## config.mk

```make
export PLATFORM = sky130hd
export DESIGN_NAME = aluCoprocTop
export DESIGN_NICKNAME = d
export VERILOG_FILES = /design/src/hw/aluPkg.sv /design/src/hw/alu.sv /design/src/hw/regFile.sv /design/src/hw/execCore.sv /design/src/hw/hostRegs.sv /design/src/hw/aluCoprocTop.sv
export VERILOG_INCLUDE_DIRS = /design/src /design/src/include
export SDC_FILE = /design/constraint.sdc
export NUM_CORES = 1
export LEC_CHECK = 0
export BUFFER_PORTS_ARGS = -buffer_cell sky130_fd_sc_hd__buf_2
export CORE_MARGIN = 2
export CORE_UTILIZATION = 45
export CTS_CLUSTER_SIZE = 24
export DETAILED_ROUTE_END_ITERATION = 16
export PLACE_DENSITY = 0.77
export SLEW_MARGIN = 10
export SYNTH_ARGS = -nofsm -noshare
export SYNTH_HDL_FRONTEND = slang
export SYNTH_SLANG_ARGS = --single-unit
```

## constraint.sdc

```tcl
create_clock -name clk -period 5.15 [get_ports clk]
set_input_delay 0.515 -clock clk [delete_from_list [all_inputs] [get_ports clk]]
set_output_delay 0.515 -clock clk [all_outputs]
set_load 0.03 [all_outputs]
```

## src/include/alu_cfg.svh

```systemverilog
// data width, register count, axi address width and register offsets for the coprocessor
`ifndef ALU_CFG_SVH
`define ALU_CFG_SVH

// width of one datapath word
`define DATA_W 16

// number of general purpose registers
`define REG_COUNT 8

// byte address width of the axi4-lite slave
`define AXI_ADDR_W 6

// instruction issue word, write issues and read returns last word
`define ADDR_INSTR 6'h00
// flags in the low bits, executed count in the high half
`define ADDR_STATUS 6'h04
// first register of the read-only window, one word per register
`define ADDR_REGBASE 6'h20

`endif

```

## src/hw/aluPkg.sv

```systemverilog
// data word, register index, flag vector and opcode types shared by the coprocessor
`include "alu_cfg.svh"

package aluPkg;

    // one datapath word
    typedef logic [`DATA_W-1:0] word_t;

    // register number, sized from the register count
    typedef logic [$clog2(`REG_COUNT)-1:0] regIdx_t;

    // condition codes
    // bit 0 zero, bit 1 negative, bit 2 carry
    typedef logic [2:0] ccr_t;

    // operation codes in instruction encoding order
    // codes above LDM are not listed and decode as NOP
    typedef enum logic [3:0] {
        NOP = 4'd0,
        ADD = 4'd1,
        NOT = 4'd2,
        INC = 4'd3,
        DEC = 4'd4,
        SUB = 4'd5,
        AND = 4'd6,
        OR  = 4'd7,
        SHL = 4'd8,
        SHR = 4'd9,
        IN  = 4'd10,
        LDM = 4'd11
    } aluOp_e;

endpackage

```

## src/hw/alu.sv

```systemverilog
// combinational alu computing the result word and the condition flags of one operation
`timescale 1ns/1ns
`include "alu_cfg.svh"

module alu import aluPkg::*; (
    input  aluOp_e op,
    // source and destination register values
    input  word_t  src,
    input  word_t  dst,
    // immediate field of the instruction, used by LDM
    input  word_t  imm,
    // external input port, used by IN
    input  word_t  inPort,
    output word_t  result,
    output ccr_t   flags
);

    // 17 bit sum so the carry out of ADD is visible
    logic [`DATA_W:0] sum;

    assign sum = {1'b0, src} + {1'b0, dst};

    // result select
    always_comb begin
        case (op)
            ADD: begin
                result = sum[`DATA_W-1:0];
            end
            NOT: begin
                result = ~dst;
            end
            INC: begin
                result = dst + word_t'(1);
            end
            DEC: begin
                result = dst - word_t'(1);
            end
            SUB: begin
                // destination minus source
                result = dst - src;
            end
            AND: begin
                result = src & dst;
            end
            OR: begin
                result = src | dst;
            end
            SHL: begin
                // shift count is the full source word, 16 or more clears
                result = dst << src;
            end
            SHR: begin
                // logical, zero fill from the top
                result = dst >> src;
            end
            IN: begin
                result = inPort;
            end
            LDM: begin
                result = imm;
            end
            default: begin
                // nop leaves dst on the bus, nothing is written back
                result = dst;
            end
        endcase
    end

    // zero flag
    assign flags[0] = (result == '0);

    // negative flag from the sign bit
    assign flags[1] = result[`DATA_W-1];

    // carry only from ADD, cleared for everything else
    assign flags[2] = (op == ADD) ? sum[`DATA_W] : 1'b0;

endmodule

```

## src/hw/regFile.sv

```systemverilog
// register file with two core read ports, one host read port and one write port
`timescale 1ns/1ns
`include "alu_cfg.svh"

module regFile import aluPkg::*; (
    input  logic    clk,
    input  logic    reset,
    // core read ports
    input  regIdx_t srcIdx,
    input  regIdx_t dstIdx,
    output word_t   srcVal,
    output word_t   dstVal,
    // host read port for the register window
    input  regIdx_t hostIdx,
    output word_t   hostVal,
    // writeback port from the core
    input  logic    wrEn,
    input  regIdx_t wrIdx,
    input  word_t   wrData
);

    // register storage
    word_t regs [`REG_COUNT];

    // synchronous write, all registers cleared on reset
    always_ff @(posedge clk) begin
        if (reset) begin
            for (int i = 0; i < `REG_COUNT; i++) begin
                regs[i] <= '0;
            end
        end else if (wrEn) begin
            regs[wrIdx] <= wrData;
        end
    end

    // combinational reads
    // a read of the register being written sees the old value
    assign srcVal = regs[srcIdx];
    assign dstVal = regs[dstIdx];

    // host port is independent of the core ports
    assign hostVal = regs[hostIdx];

endmodule

```

## src/hw/execCore.sv

```systemverilog
// instruction decode, alu drive, writeback, flag register and executed-instruction count
`timescale 1ns/1ns

module execCore import aluPkg::*; (
    input  logic        clk,
    input  logic        reset,
    // one cycle issue pulse with the instruction word
    input  logic        issue,
    input  logic [31:0] instr,
    input  word_t       inPort,
    // register file read
    output regIdx_t     srcIdx,
    output regIdx_t     dstIdx,
    input  word_t       srcVal,
    input  word_t       dstVal,
    // register file write
    output logic        wrEn,
    output regIdx_t     wrIdx,
    output word_t       wrData,
    // status to the host block
    output ccr_t        ccr,
    output logic [15:0] execCount
);

    // instruction fields
    word_t       imm;
    logic [3:0]  opcode;
    aluOp_e      op;
    word_t       aluResult;
    ccr_t        aluFlags;
    logic        doExec;

    // layout is imm, opcode, dst, src, low six bits unused
    assign imm    = instr[31:16];
    assign opcode = instr[15:12];
    assign dstIdx = instr[11:9];
    assign srcIdx = instr[8:6];

    // codes past LDM fold into NOP
    always_comb begin
        if (opcode <= 4'(LDM)) begin
            op = aluOp_e'(opcode);
        end else begin
            op = NOP;
        end
    end

    alu aluInst (
        .op     (op),
        .src    (srcVal),
        .dst    (dstVal),
        .imm    (imm),
        .inPort (inPort),
        .result (aluResult),
        .flags  (aluFlags)
    );

    // only real operations have any effect
    assign doExec = issue && (op != NOP);

    // writeback at the closing edge of the issue cycle
    assign wrEn   = doExec;
    assign wrIdx  = dstIdx;
    assign wrData = aluResult;

    // flags and count move together with the write
    always_ff @(posedge clk) begin
        if (reset) begin
            ccr       <= '0;
            execCount <= '0;
        end else if (doExec) begin
            ccr       <= aluFlags;
            // wraps at 16 bits
            execCount <= execCount + 16'd1;
        end
    end

endmodule

```

## src/hw/hostRegs.sv

```systemverilog
// axi4-lite slave with instruction issue, status read and register read window
`timescale 1ns/1ns
`include "alu_cfg.svh"

module hostRegs import aluPkg::*; (
    input  logic                   clk,
    input  logic                   reset,
    // write address
    input  logic                   awvalid,
    output logic                   awready,
    input  logic [`AXI_ADDR_W-1:0] awaddr,
    // write data, full words only
    input  logic                   wvalid,
    output logic                   wready,
    input  logic [31:0]            wdata,
    // write response
    output logic                   bvalid,
    input  logic                   bready,
    output logic [1:0]             bresp,
    // read address
    input  logic                   arvalid,
    output logic                   arready,
    input  logic [`AXI_ADDR_W-1:0] araddr,
    // read data
    output logic                   rvalid,
    input  logic                   rready,
    output logic [31:0]            rdata,
    output logic [1:0]             rresp,
    // issue to the core
    output logic                   issue,
    output logic [31:0]            instr,
    // status from the core
    input  ccr_t                   ccr,
    input  logic [15:0]            execCount,
    // register window port
    output regIdx_t                hostIdx,
    input  word_t                  hostVal
);

    // axi response codes
    localparam logic [1:0] RESP_OKAY   = 2'b00;
    localparam logic [1:0] RESP_SLVERR = 2'b10;

    // write channel state, idle or response pending
    typedef enum logic {
        W_IDLE,
        W_RESP
    } wrState_e;

    wrState_e    wrState;
    logic        wrAccept;
    logic        wrInstrHit;
    logic        rdAccept;
    logic        rdRegHit;
    logic [31:0] lastInstr;
    logic [31:0] rdWord;
    logic [1:0]  rdResp;

    // write side

    // aw and w accepted together, blocked while a response is pending
    assign wrAccept = awvalid && wvalid && (wrState == W_IDLE);
    assign awready  = wrAccept;
    assign wready   = wrAccept;

    // only the instruction word is writable
    assign wrInstrHit = (awaddr == `ADDR_INSTR);

    // issue in the accept cycle so the core writes back on the bvalid edge
    assign issue = wrAccept && wrInstrHit;
    assign instr = wdata;

    assign bvalid = (wrState == W_RESP);

    always_ff @(posedge clk) begin
        if (reset) begin
            wrState   <= W_IDLE;
            bresp     <= RESP_OKAY;
            lastInstr <= '0;
        end else begin
            case (wrState)
                W_IDLE: begin
                    if (wrAccept) begin
                        wrState <= W_RESP;
                        // status and register window are read-only
                        bresp   <= wrInstrHit ? RESP_OKAY : RESP_SLVERR;
                        if (wrInstrHit) begin
                            lastInstr <= wdata;
                        end
                    end
                end
                W_RESP: begin
                    if (bready) begin
                        wrState <= W_IDLE;
                    end
                end
                default: begin
                    wrState <= W_IDLE;
                end
            endcase
        end
    end

    // read side

    // one read outstanding at a time
    assign rdAccept = arvalid && !rvalid;
    assign arready  = rdAccept;

    // window covers 0x20 to 0x3c, word aligned
    assign rdRegHit = (araddr >= `ADDR_REGBASE) && (araddr[1:0] == 2'b00);
    assign hostIdx  = araddr[4:2];

    // read mux
    always_comb begin
        rdWord = '0;
        rdResp = RESP_OKAY;
        if (araddr == `ADDR_INSTR) begin
            rdWord = lastInstr;
        end else if (araddr == `ADDR_STATUS) begin
            // count in the upper half, flags in the low three bits
            rdWord = {execCount, 13'd0, ccr};
        end else if (rdRegHit) begin
            rdWord = {{(32-`DATA_W){1'b0}}, hostVal};
        end else begin
            rdResp = RESP_SLVERR;
        end
    end

    // data captured at accept and held until rready
    always_ff @(posedge clk) begin
        if (reset) begin
            rvalid <= 1'b0;
            rdata  <= '0;
            rresp  <= RESP_OKAY;
        end else if (rdAccept) begin
            rvalid <= 1'b1;
            rdata  <= rdWord;
            rresp  <= rdResp;
        end else if (rvalid && rready) begin
            rvalid <= 1'b0;
        end
    end

endmodule

```

## src/hw/aluCoprocTop.sv

```systemverilog
// coprocessor top level joining the axi slave, execution core and register file
`timescale 1ns/1ns
`include "alu_cfg.svh"

module aluCoprocTop import aluPkg::*; (
    input  logic                   clk,
    input  logic                   reset,
    input  word_t                  inPort,
    input  logic                   awvalid,
    output logic                   awready,
    input  logic [`AXI_ADDR_W-1:0] awaddr,
    input  logic                   wvalid,
    output logic                   wready,
    input  logic [31:0]            wdata,
    output logic                   bvalid,
    input  logic                   bready,
    output logic [1:0]             bresp,
    input  logic                   arvalid,
    output logic                   arready,
    input  logic [`AXI_ADDR_W-1:0] araddr,
    output logic                   rvalid,
    input  logic                   rready,
    output logic [31:0]            rdata,
    output logic [1:0]             rresp
);

    // host to core
    logic        issue;
    logic [31:0] instr;
    // core to host
    ccr_t        ccr;
    logic [15:0] execCount;
    // register file ports
    regIdx_t     srcIdx;
    regIdx_t     dstIdx;
    regIdx_t     hostIdx;
    regIdx_t     wrIdx;
    word_t       srcVal;
    word_t       dstVal;
    word_t       hostVal;
    word_t       wrData;
    logic        wrEn;

    hostRegs hostRegsInst (
        .clk       (clk),
        .reset     (reset),
        .awvalid   (awvalid),
        .awready   (awready),
        .awaddr    (awaddr),
        .wvalid    (wvalid),
        .wready    (wready),
        .wdata     (wdata),
        .bvalid    (bvalid),
        .bready    (bready),
        .bresp     (bresp),
        .arvalid   (arvalid),
        .arready   (arready),
        .araddr    (araddr),
        .rvalid    (rvalid),
        .rready    (rready),
        .rdata     (rdata),
        .rresp     (rresp),
        .issue     (issue),
        .instr     (instr),
        .ccr       (ccr),
        .execCount (execCount),
        .hostIdx   (hostIdx),
        .hostVal   (hostVal)
    );

    execCore execCoreInst (
        .clk       (clk),
        .reset     (reset),
        .issue     (issue),
        .instr     (instr),
        .inPort    (inPort),
        .srcIdx    (srcIdx),
        .dstIdx    (dstIdx),
        .srcVal    (srcVal),
        .dstVal    (dstVal),
        .wrEn      (wrEn),
        .wrIdx     (wrIdx),
        .wrData    (wrData),
        .ccr       (ccr),
        .execCount (execCount)
    );

    regFile regFileInst (
        .clk     (clk),
        .reset   (reset),
        .srcIdx  (srcIdx),
        .dstIdx  (dstIdx),
        .srcVal  (srcVal),
        .dstVal  (dstVal),
        .hostIdx (hostIdx),
        .hostVal (hostVal),
        .wrEn    (wrEn),
        .wrIdx   (wrIdx),
        .wrData  (wrData)
    );

endmodule

```

# --- Word level (Yosys, flattened, before mapping) ---
# Memories as Yosys holds them, arrays and structs flattened.
# Index checks and enable logic that the tools add are counted.
totals:
  reg_bits: 89
  latchBits: 0
  mem_bits_rw: 128
  rom_bits: 0
  input_bits: 67
  out_inout_bits: 41
  word_cells: 74
  memories: 1
mem_list:
  columns: ["memory", "depth", "width", "rd", "rd_ports_with_merged_regs", "write_ports", "line_no", "text"]
  rows:
  - ["regFileInst.regs", 8, 16, 3, 0, 8, "regFile.sv:23", "word_t regs [`REG_COUNT];"]
classes:
  addsub: 5
  mul: 0
  n_div: 0
  n_lt_le_gt_ge: 2
  n_eq_ne: 12
  n_shift: 2
  muxes: 23
  bitwise_logic: 4
  reduce_logical: 17
op_table:
  columns: ["op", "n"]
  rows:
  - ["16-bit one-hot mux with 11 select lines", 1]
  - ["32-bit 2-to-1 mux", 2]
  - ["16-bit by 1-bit adder with 16-bit output, second input constant", 2]
  - ["16-bit 2-to-1 mux", 2]
  - ["16-bit by 16-bit adder with 17-bit output", 1]
  - ["16-bit AND", 1]
  - ["4-bit by 3-bit equality test with 1-bit output, second input constant", 4]
  - ["4-bit equality test, second input constant", 4]
  - ["16-bit logical NOT", 1]
  - ["16-bit NOT", 1]
  - ["16-bit OR", 1]
  - ["16-bit OR reduction", 1]
  - ["16-bit by 16-bit left shift with 16-bit output", 1]
  - ["16-bit by 16-bit >> shifter with 16-bit output", 1]
  - ["16-bit by 1-bit subtractor with 16-bit output, second input constant", 1]
  - ["16-bit subtractor", 1]
  - ["6-bit logical NOT", 2]
  - ["1-bit 2-to-1 mux", 11]
  - ["4-bit by 2-bit equality test with 1-bit output, second input constant", 2]
  - ["2-bit 2-to-1 mux", 4]
  - ["1-bit logical AND", 7]
  - ["6-bit by 3-bit equality test with 1-bit output, second input constant", 1]
  - ["6-bit greater-or-equal comparator, second input constant", 1]
  - ["4-bit by 1-bit equality test with 1-bit output, second input constant", 1]
  - ["11 further kinds", 11]

# --- Longest topological paths before layout ---
# Gate-level depths: netlist of run 1.
depth:
  depth_word: 9
  mapped_depth: 24
  mapped_depth_nobuf: 18

# --- Hierarchy ---
# Synthesis of run 1 repeated with hierarchy kept, for this count alone.
unflattened:
  cells_unflattened: 1611
  hier_area_um2: 17344.1
modules_own_cells:
  columns: ["mod", "instances", "cells_per_inst", "area_per_inst_um2"]
  rows:
  - ["regFile", 1, 487, 8020.2]
  - ["alu", 1, 623, 4685.7]
  - ["hostRegs", 1, 382, 3540.9]
  - ["execCore", 1, 119, 1097.3]

# --- Worst setup path before layout of run 1 ---
# Ideal clock, no wire load.
synth_timing:
  path_kind: "in2reg"
  startpoint: "in wdata[7]"
  endpoint: "mem regFileInst.regs[3][15] (netlist bit) (data pin)"
  setup_ns: 0.262
  arrival_time_ns: 4.882
  path_slack_ns: 0.006
  path_stages: 17
  path_buffers: 4
  path_cell_list: "buf_6 -> clkbuf_1 -> buf_2 -> clkbuf_1 -> mux4_2 -> mux2_2 -> a21oi_1 -> ha_1 -> a21o_1 -> a31o_2 -> a211o_1 -> a311o_1 -> a21oi_1 -> xnor2_1 -> nor3b_1 -> nor3_4 -> nor2b_1"
synth_lines:
  columns: ["item", "line_no", "text"]
  rows:
  - ["start, declared", "aluCoprocTop.sv:14", "input logic [31:0] wdata,"]
  - ["end, declared", "regFile.sv:23", null]

==> results of run 1 <==
routing by layer:
metal | wire length [um] | up-vias | GRT usage, %
met5 | 0 | - | 0
met4 | 3600 | 0 | 16.7
met3 | 5850 | 198 | 5.90
met2 | 26000 | 922 | 48.7
met1 | 22600 | 7143 | 40.6
li1 | - | 6450 | -
final timing paths:
check,to,slack [ps],cells past startpoint
max reg2reg,execCoreInst.ccr[0],250,19
min,hostRegsInst.lastInstr[4],210,3
min reg2reg,hostRegsInst.lastInstr[9],460,2
max,execCoreInst.ccr[0],250,19
synth_stat cells (30+ instances only):
cell / instances
dfxtp_1: 87
nor2_1: 257
ha_1: 53
o21ai_0: 51
a211oi_1: 35
buf_2: 30
nor3_1: 67
mux2i_1: 61
mux4_2: 80
edfxtp_1: 128
clkbuf_1: 73
inv_1: 45
nand2_1: 135
a21oi_1: 134
worst max-delay path, delay by kind of cell, from the launching register on:
kind / cells / cell delay (ps)
adders and majority gates: 2 / 450
muxes: 2 / 960
DFF: 1 / 420
xor gates and xnor gates: 1 / 90
AOI/OAI and AO/OA: 6 / 1530
and+or+nand+nor: 5 / 990
buffers and inverters: 3 / 360
layout make-up:
class,count,share of cell area [%]
antenna,1,0.0140
clock buffer,28,3.62
clock inverter,15,1.02
inverter,51,1.08
multi-input combinational,1267,52.8
sequential,215,31.4
tap,455,3.20
timing repair buffer,197,6.91
sequential cells by signal, summed over array words and instances, names as in the netlist:
register and flops:
regFileInst.regs 128, hostRegsInst.lastInstr 32, hostRegsInst.rdata 32, execCoreInst.execCount 16, execCoreInst.ccr 3, hostRegsInst.bresp 1
hostRegsInst.bvalid 1, hostRegsInst.rresp 1, hostRegsInst.rvalid 1
metrics by stage:
step	utilization (%)	hold slack [ps]	setup WS, ps	std cells	cell area, sq um
after global placement	49.0	441	147	2185	17000
after CTS	51.4	205	343	2228	17800
after detailed placement	49.0	451	77.3	2185	17000
final	51.4	209	247	2229	17800
after floorplan	-	436	5.67	1668	15800
after global routing	51.4	226	4.86	2228	17800
logic make-up after synthesis:
logic type	count (synthesis)	synth area share (%)
AND/OR/NAND/NOR	588	16.9
flip-flops	215	35.3
AO/OA/AOI/OAI	418	18.5
multiplexers	170	17.5
buffers and inverters	186	5.51
other	1	0.0237
adder cells (fa/ha/maj)	55	4.44
XOR/XNOR	34	1.88
where the power goes:
part           switching [mW]  leakage, nW  internal, mW
Combinational           0.872         4.32         0.505
Sequential             0.0455         2.03          1.87
Clock                   0.742        0.402          1.05
Total                    1.66         6.75          3.43
cell usage in the layout, fill, tap and decap left out, types with 24 or more instances in the layout:
cell type,n
nor2_1,257
nand2_1,135
a21oi_1,134
edfxtp_1,128
buf_2,104
buf_4,92
dfxtp_1,87
mux4_2,80
nor3_1,67
mux2i_1,61
ha_1,53
o21ai_0,51
inv_1,45
a211oi_1,34
clkbuf_16,24
==> results.yml, run 1 <==
place:
  gp_congestion: 1.04
  port_buffers: 105
  dp.final_hpwl_um: 42000
routing:
  antenna_left: 0
  viasPerCell: 6.60
  wire_per_inst_um: 26.0
  drt-total-wl_um: 58000
  drtIter0Drc: 1697
  num_vias: 14713
  drc: 0
  firstDrtPassIters: 6
power:
  p_total_mw: 5.09
  leakage_nw: 6.75
  p_per_area_mw_per_mm2: 285
  max-vdd-ir-drop_uv: 225
synth:
  synth_cells: 1667
  synth-seq-area-share_pct: 35.3
  ys_ff_latch: 215
  mappedNetlistArea_sq_mm: 0.0158
  synthArstFlopShare_pct: 0
  netlist.area_leader.share_pct: 24.3
  synth_edf_count: 128
  yosys.area.top_type: "edfxtp_1"
  synth_top_cells_by_area: "edfxtp_1 24%, mux4_2 11%, dfxtp_1 11%, nor2_1 6.1%, a21oi_1 4.2%"
  syn_avg_cell_area_sq_um: 9.50
  synth-warning-count: 0
  synth_cell_types: 104
  dominantRegCellSynth: "edfxtp_1"
clock_tree:
  post-cts-setup-buffers: 0
  clock_path_buffers: 3
  cts_tree: "done"
  root_buffer: "clkbuf_16"
  clkTransAtPathRegs_ps: 60
  clkLatencyLatePin_ps: 550
  cts-buffers-inserted: 24
  cts.repair.resized: 0
  htreeDepth: 1
  clkSinkCount: 215
  cts_hold_buf: 0
timing:
  max_freq_mhz: 204
  setup_tns_ps: 0
  hold_viol_final: 0
  setup_viol: 0
  fin_crit_sh_pct: 95.2
  slew_headroom_pct: 13.6
  fin_skew_ps: 42.1
  worst-slew-pin-transition_ps: 1300
  period_needed_ps: 4900
  rsz0062_at_grt: "false"
  final_max_slew_viol_count: 0
floorplanning:
  core_area_sq_mm: 0.0346
  rows: 68
  initial_core_util_pct: 45.7
  die_y_um: 192
  io_pins: 108
  fp.dieW_um: 192
  die_area_sq_mm: 0.0367
global_route:
  grt_max_degree: 75
  grt_usage_pct: 31.0
  globalRouteOverflowTotal: 0
  grt_pass1_vias: 14014
  antenna_found_initial: 0
  grt_pass1_wl_um: 86000
final_layout:
  multi_input_comb_area_sq_mm: 0.00941
  nets: 1878
  seq_area_sq_mm: 0.00559
  fill_cells: 3144
  layout-drive-gt1-share_pct: 21.8
  syn_to_final_growth_pct: 12.5
critical_path:
  cpMaxStageDelayCell: "mux4_2"
  path_max_fanout: 3
  worstSetupPathType: "flop to flop"
  cpPeakStageDelay_ps: 500
  cp.arrival_ps: 5360
  startpoint: "regFileInst.regs[6][0]"
  required_ps: 5610
  startpoint_type: "flop"
  crit_chain: "mux4_2, mux2i_2, inv_2, ha_1, inv_1, fa_1, nor2b_1, o31a_1, o41ai_1, buf_4, o21ai_0, nor2_1, xnor2_1, a221oi_1, a22o_1, a21boi_0, or4b_1, nand4bb_1, nand2_1"
  endpoint_kind: "flop"
  r2r_start: "regFileInst.regs[6][0]"
min_path:
  min_from: "wdata[4]"
  hp-class: "input pin to flop"
job:
  drv_cap: 0
status:
  outcome: "finished clean"
Power figures use the tool's default switching activity.
==> run 2: changes to the inputs <==
--- a/config.mk
+++ b/config.mk
@@ -8,10 +8,10 @@
 export LEC_CHECK = 0
 export BUFFER_PORTS_ARGS = -buffer_cell sky130_fd_sc_hd__buf_2
 export CORE_MARGIN = 2
-export CORE_UTILIZATION = 45
+export CORE_UTILIZATION = 56
 export CTS_CLUSTER_SIZE = 24
 export DETAILED_ROUTE_END_ITERATION = 16
-export PLACE_DENSITY = 0.77
+export PLACE_DENSITY = 0.9
 export SLEW_MARGIN = 10
 export SYNTH_ARGS = -nofsm -noshare
 export SYNTH_HDL_FRONTEND = slang
==> run 2 against run 1 <==
Cell count is 4.4% lower. Wire length is 1.9% lower. Critical path type unchanged. Worst hold slack improved by 46 ps. Sequential share of layout area up 0.60 points.
==> results.yml, run 2 (same netlist as run 1, synthesis figures left out) <==
global_route:
  grt_usage_pct: 38.1
  globalRouteOverflowTotal: 0
  grt_pass1_vias: 13947
  grt_pass1_wl_um: 84100
  antenna_found_initial: 0
  grt_max_degree: 53
min_path:
  hp-class: "input pin to flop"
  min_from: "wdata[3]"
  min_path_cells: 3
  min_to: "hostRegsInst.lastInstr[3]"
clock_tree:
  cts_hold_buf: 0
  cts_tree: "done"
  htreeDepth: 1
  post-cts-setup-buffers: 0
  clock_path_buffers: 3
  root_buffer: "clkbuf_16"
  clkTransAtPathRegs_ps: 70
  clkLatencyLatePin_ps: 510
  cts.repair.resized: 0
  clkSinkCount: 215
  cts-buffers-inserted: 21
timing:
  hold_viol_final: 0
  max_freq_mhz: 204
  period_needed_ps: 4910
  final_max_slew_viol_count: 0
  fin_crit_sh_pct: 95.3
  setup_viol: 0
  worst-slew-pin-transition_ps: 1230
  rsz0062_at_grt: "false"
  slew_headroom_pct: 18.3
  fin_skew_ps: 14.1
routing:
  drt-total-wl_um: 56900
  antenna_left: 0
  num_vias: 14951
  viasPerCell: 7.02
  firstDrtPassIters: 6
  drtIter0Drc: 2465
  drc: 0
  wire_per_inst_um: 26.7
power:
  leakage_nw: 6.62
  p_per_area_mw_per_mm2: 275
  max-vdd-ir-drop_uv: 240
  p_total_mw: 4.81
floorplanning:
  die_y_um: 172
  fp.dieW_um: 172
  initial_core_util_pct: 57.0
  core_area_sq_mm: 0.0278
  io_pins: 108
  rows: 61
  die_area_sq_mm: 0.0296
critical_path:
  r2r-end: "regFileInst.regs[7][12]"
  crit_chain: "mux4_2, mux2i_2, inv_2, ha_1, inv_1, fa_1, nor2b_1, o31a_1, o41ai_1, o21ai_0, o41ai_1, xnor2_1, a22oi_1, o2111ai_1, o22ai_1, buf_4, nor2_1"
  crit_buf_inv: 3
  path_max_fanout: 8
  worstSetupPathType: "flop to flop"
  endpoint_kind: "flop"
  r2r_start: "regFileInst.regs[5][0]"
  cpPeakStageDelay_ps: 510
  rrSetupSlack_ps: 240
  cp.arrival_ps: 5160
  startpoint: "regFileInst.regs[5][0]"
  cpMaxStageDelayCell: "mux4_2"
  cp_common_cell: "o41ai_1"
  startpoint_type: "flop"
  ff2ff_path_depth: 17
  required_ps: 5400
  path_delay_family: "compound AO/OA/AOI/OAI gates"
place:
  port_buffers: 105
  dp.final_hpwl_um: 41400
  gp_congestion: 1.01
final_layout:
  largest_reg_flops: 128
  top_regs: "regFileInst.regs: 128 flops, hostRegsInst.lastInstr: 32 flops, hostRegsInst.rdata: 32 flops"
  final_common_cell: "nor2_1"
  postLayoutCoreUtil_pct: 62.9
  layout-drive-gt1-share_pct: 20.9
  diodes: 0
  nets: 1864
  syn_to_final_growth_pct: 10.4
  mostFrequentLayoutCells: "257 x nor2_1, 135 x nand2_1, 134 x a21oi_1, 128 x edfxtp_1, 104 x buf_2"
  regMostFlops: "regFileInst.regs"
  fill_cells: 2290
status:
  outcome: "finished clean"
job:
  drv_cap: 0
## run 2: final cells by class
class | count | area (sq um) | area share, %
tap | 378 | 473 | 2.71
inverter | 51 | 193 | 1.10
clock inverter | 9 | 103 | 0.587
clock buffer | 25 | 551 | 3.15
sequential | 215 | 5590 | 32.0
timing repair buffer | 186 | 1170 | 6.71
multi-input combinational | 1267 | 9400 | 53.8
## run 2: how the worst max path moves through the flow
stage                               to  slack (ps)  depth (start not counted)
6_report       regFileInst.regs[7][12]         240                         17
5_1_grt        regFileInst.regs[7][12]         110                         17
4_1_cts            execCoreInst.ccr[0]         350                         17
3_5_place_dp       execCoreInst.ccr[0]         -10                         18
3_3_place_gp       execCoreInst.ccr[0]          70                         18
2_1_floorplan  regFileInst.regs[3][15]           6                         17
## run 2: worst reg2reg max path, delay by kind of cell (launching register included)
kind	cells	cell delay, ps
buffers and inverters	3	420
AND/OR/NAND/NOR	2	140
AO/OA/AOI/OAI	7	2100
adder cells (fa/ha/maj)	2	470
flip-flops	1	450
multiplexers	2	920
XOR/XNOR	1	150
## run 2: report_power, final
group	leakage, nW	total (mW)	switching [mW]	internal [mW]
registers	2.03	1.91	0.0456	1.87
clock network	0.323	1.52	0.662	0.863
logic	4.27	1.37	0.880	0.494
## run 2: per-layer routing
layer / vias to the layer above / share of wire, % / track usage [%]
met1: 7152 / 37 / 50.4
met4: 0 / 5.0 / 16.3
met3: 199 / 13 / 8.79
met2: 1189 / 45 / 60.2
met5: - / 0 / 0
li1: 6411 / - / -
## run 2: metrics by stage
stage	setup slack, ps	TNS (ps)	cells	instance area (sq um)	hold slack (ps)
after floorplan	5.67	0	1668	15800	436
after global placement	72.8	0	2097	16800	440
after detailed placement	-10.5	-10.5	2097	16800	447
after CTS	354	0	2131	17500	258
after global routing	112	0	2131	17500	255
final	240	0	2131	17500	256
==> run 3: changes to the inputs <==
--- a/config.mk
+++ b/config.mk
@@ -11,7 +11,7 @@
 export CORE_UTILIZATION = 56
 export CTS_CLUSTER_SIZE = 24
 export DETAILED_ROUTE_END_ITERATION = 16
-export PLACE_DENSITY = 0.9
+export PLACE_DENSITY = 0.78
 export SLEW_MARGIN = 10
 export SYNTH_ARGS = -nofsm -noshare
 export SYNTH_HDL_FRONTEND = slang
==> run 3 against run 2 <==
Flip-flop and latch count is the same. Clock skew increased by 6.2 ps. Die area stayed put. First-iteration DRC count down 24%. Wire length grew 2.9%. Sequential power is essentially flat. Combinational power grew 4%. Register-to-register slack better by 150 ps. Fmax increased by 3.0%. Total power rose by 4.5%. Clock power up 11%.
==> results.yml, run 3 (same netlist as run 1, synthesis figures left out) <==
power:
  p_total_mw: 5.03
  seq_power_share_pct: 38.1
  combPwrFrac_pct: 28.3
  p_per_area_mw_per_mm2: 281
  leakage_nw: 6.85
  p_int_mw: 3.39
  clockPowerShare_pct: 33.6
  p_switching_mw: 1.64
  netSwitchingFraction_pct: 32.6
  max-vdd-ir-drop_uv: 289
critical_path:
  ff2ff_path_depth: 18
  cp.depth: 18
  cpMaxStageDelayCell: "edfxtp_1"
  required_ps: 5630
  crit_buf_inv: 3
  path_max_fanout: 7
  rrSetupSlack_ps: 390
  crit_chain: "mux4_2, mux2_4, buf_4, clkinv_2, fa_1, nor2b_1, o31a_1, o41ai_1, buf_4, o21ai_0, nor2_1, xnor2_1, a221oi_1, a22o_1, a21boi_0, or4b_1, nand4bb_1, nand2_1"
  cpPeakStageDelay_ps: 540
  worstSetupPathType: "flop to flop"
  startpoint_type: "flop"
  cp_common_cell: "buf_4"
  cp.arrival_ps: 5240
  path_delay_family: "compound AO/OA/AOI/OAI gates"
  endpoint_kind: "flop"
global_route:
  globalRouteOverflowTotal: 0
  grt_max_degree: 80
  antenna_found_initial: 0
  grt_usage_pct: 39.7
  grt_pass1_vias: 14256
  grt_pass1_wl_um: 87300
routing:
  drt-total-wl_um: 58600
  firstDrtPassIters: 6
  drc: 0
  wire_per_inst_um: 27.0
  viasPerCell: 6.86
  antenna_left: 0
  num_vias: 14893
  drtIter0Drc: 1864
floorplanning:
  core_area_sq_mm: 0.0278
  io_pins: 108
  initial_core_util_pct: 57.0
  die_y_um: 172
  fp.dieW_um: 172
  rows: 61
  die_area_sq_mm: 0.0296
final_layout:
  top_regs: "regFileInst.regs: 128 flops, hostRegsInst.lastInstr: 32 flops, hostRegsInst.rdata: 32 flops"
  layout-drive-gt1-share_pct: 22.6
  fill_cells: 2317
  largest_reg_flops: 128
  final_common_cell: "nor2_1"
  diodes: 0
  mostFrequentLayoutCells: "257 x nor2_1, 135 x nand2_1, 134 x a21oi_1, 128 x edfxtp_1, 106 x buf_4"
  syn_to_final_growth_pct: 12.9
  nets: 1897
  regMostFlops: "regFileInst.regs"
clock_tree:
  cts-buffers-inserted: 24
  cts_hold_buf: 0
  clkTransAtPathRegs_ps: 70
  root_buffer: "clkbuf_16"
  clkLatencyLatePin_ps: 530
  cts_tree: "done"
  clock_path_buffers: 3
  cts.repair.resized: 0
  htreeDepth: 1
  post-cts-setup-buffers: 0
  clkSinkCount: 215
status:
  outcome: "finished clean"
timing:
  fin_crit_sh_pct: 92.5
  period_needed_ps: 4760
  setup_viol: 0
  fin_skew_ps: 20.2
  worst-slew-pin-transition_ps: 1190
  rsz0062_at_grt: "false"
  hold_viol_final: 0
  setup_tns_ps: 0
  max_freq_mhz: 210
  final_max_slew_viol_count: 0
  holdWs_ps: 242
  slew_headroom_pct: 20.5
place:
  gp_congestion: 1.02
  dp.final_hpwl_um: 42800
  port_buffers: 105
job:
  drv_cap: 0
min_path:
  hp-class: "input pin to flop"
  min_path_cells: 3
## run 3: worst reg2reg max path: stages, from the launching register on
cell	delay [ps]
edfxtp_1	540
mux4_2	510
mux2_4	300
buf_4	170
clkinv_2	100
fa_1	240
nor2b_1	70
o31a_1	270
o41ai_1	420
buf_4	200
o21ai_0	150
nor2_1	150
xnor2_1	80
a221oi_1	410
a22o_1	220
a21boi_0	170
or4b_1	450
nand4bb_1	200
nand2_1	80
## run 3: power groups by stage
stage          Combinational, mW  Clock (mW)  Sequential (mW)
2_1_floorplan              0.883           0             1.95
3_3_place_gp                1.37           0             1.94
3_5_place_dp                1.37           0             1.95
4_1_cts                     1.38        1.70             1.91
5_1_grt                     1.50        1.77             1.92
6_report                    1.42        1.69             1.91
## run 3: final cells by class
class                      instances  area [sq um]  share of cell area, %
timing repair buffer             216          1440                   8.04
sequential                       215          5590                   31.2
tap                              378           473                   2.65
multi-input combinational       1267          9410                   52.7
clock inverter                    15           131                  0.735
inverter                          51           193                   1.08
clock buffer                      29           641                   3.58
## run 3: path summary, 6_finish.rpt
path,start,endpoint
max,regFileInst.regs[1][1],execCoreInst.ccr[0]
min,wdata[4],hostRegsInst.lastInstr[4]
max reg2reg,regFileInst.regs[1][1],execCoreInst.ccr[0]
min reg2reg,hostRegsInst.lastInstr[17],hostRegsInst.lastInstr[17]
## run 3: routing by layer
metal  global-route usage, %  vias to the layer above  part of all wire (%)
li1                        -                     6482                     -
met1                    51.3                     7192                    38
met2                    61.9                     1016                    44
met3                    8.47                      203                    11
met4                    22.9                        0                   6.7
met5                       0                        -                     0
## run 3: stage by stage
stage / area, sq um / std cells / utilization [%] / setup WS (ps)
after global placement: 17100 / 2127 / 61.6 / 172
after floorplan: 15800 / 1668 / - / 5.67
after global routing: 17900 / 2171 / 64.3 / 135
after detailed placement: 17100 / 2127 / 61.6 / 116
after CTS: 17900 / 2171 / 64.3 / 518
final: 17900 / 2171 / 64.3 / 385
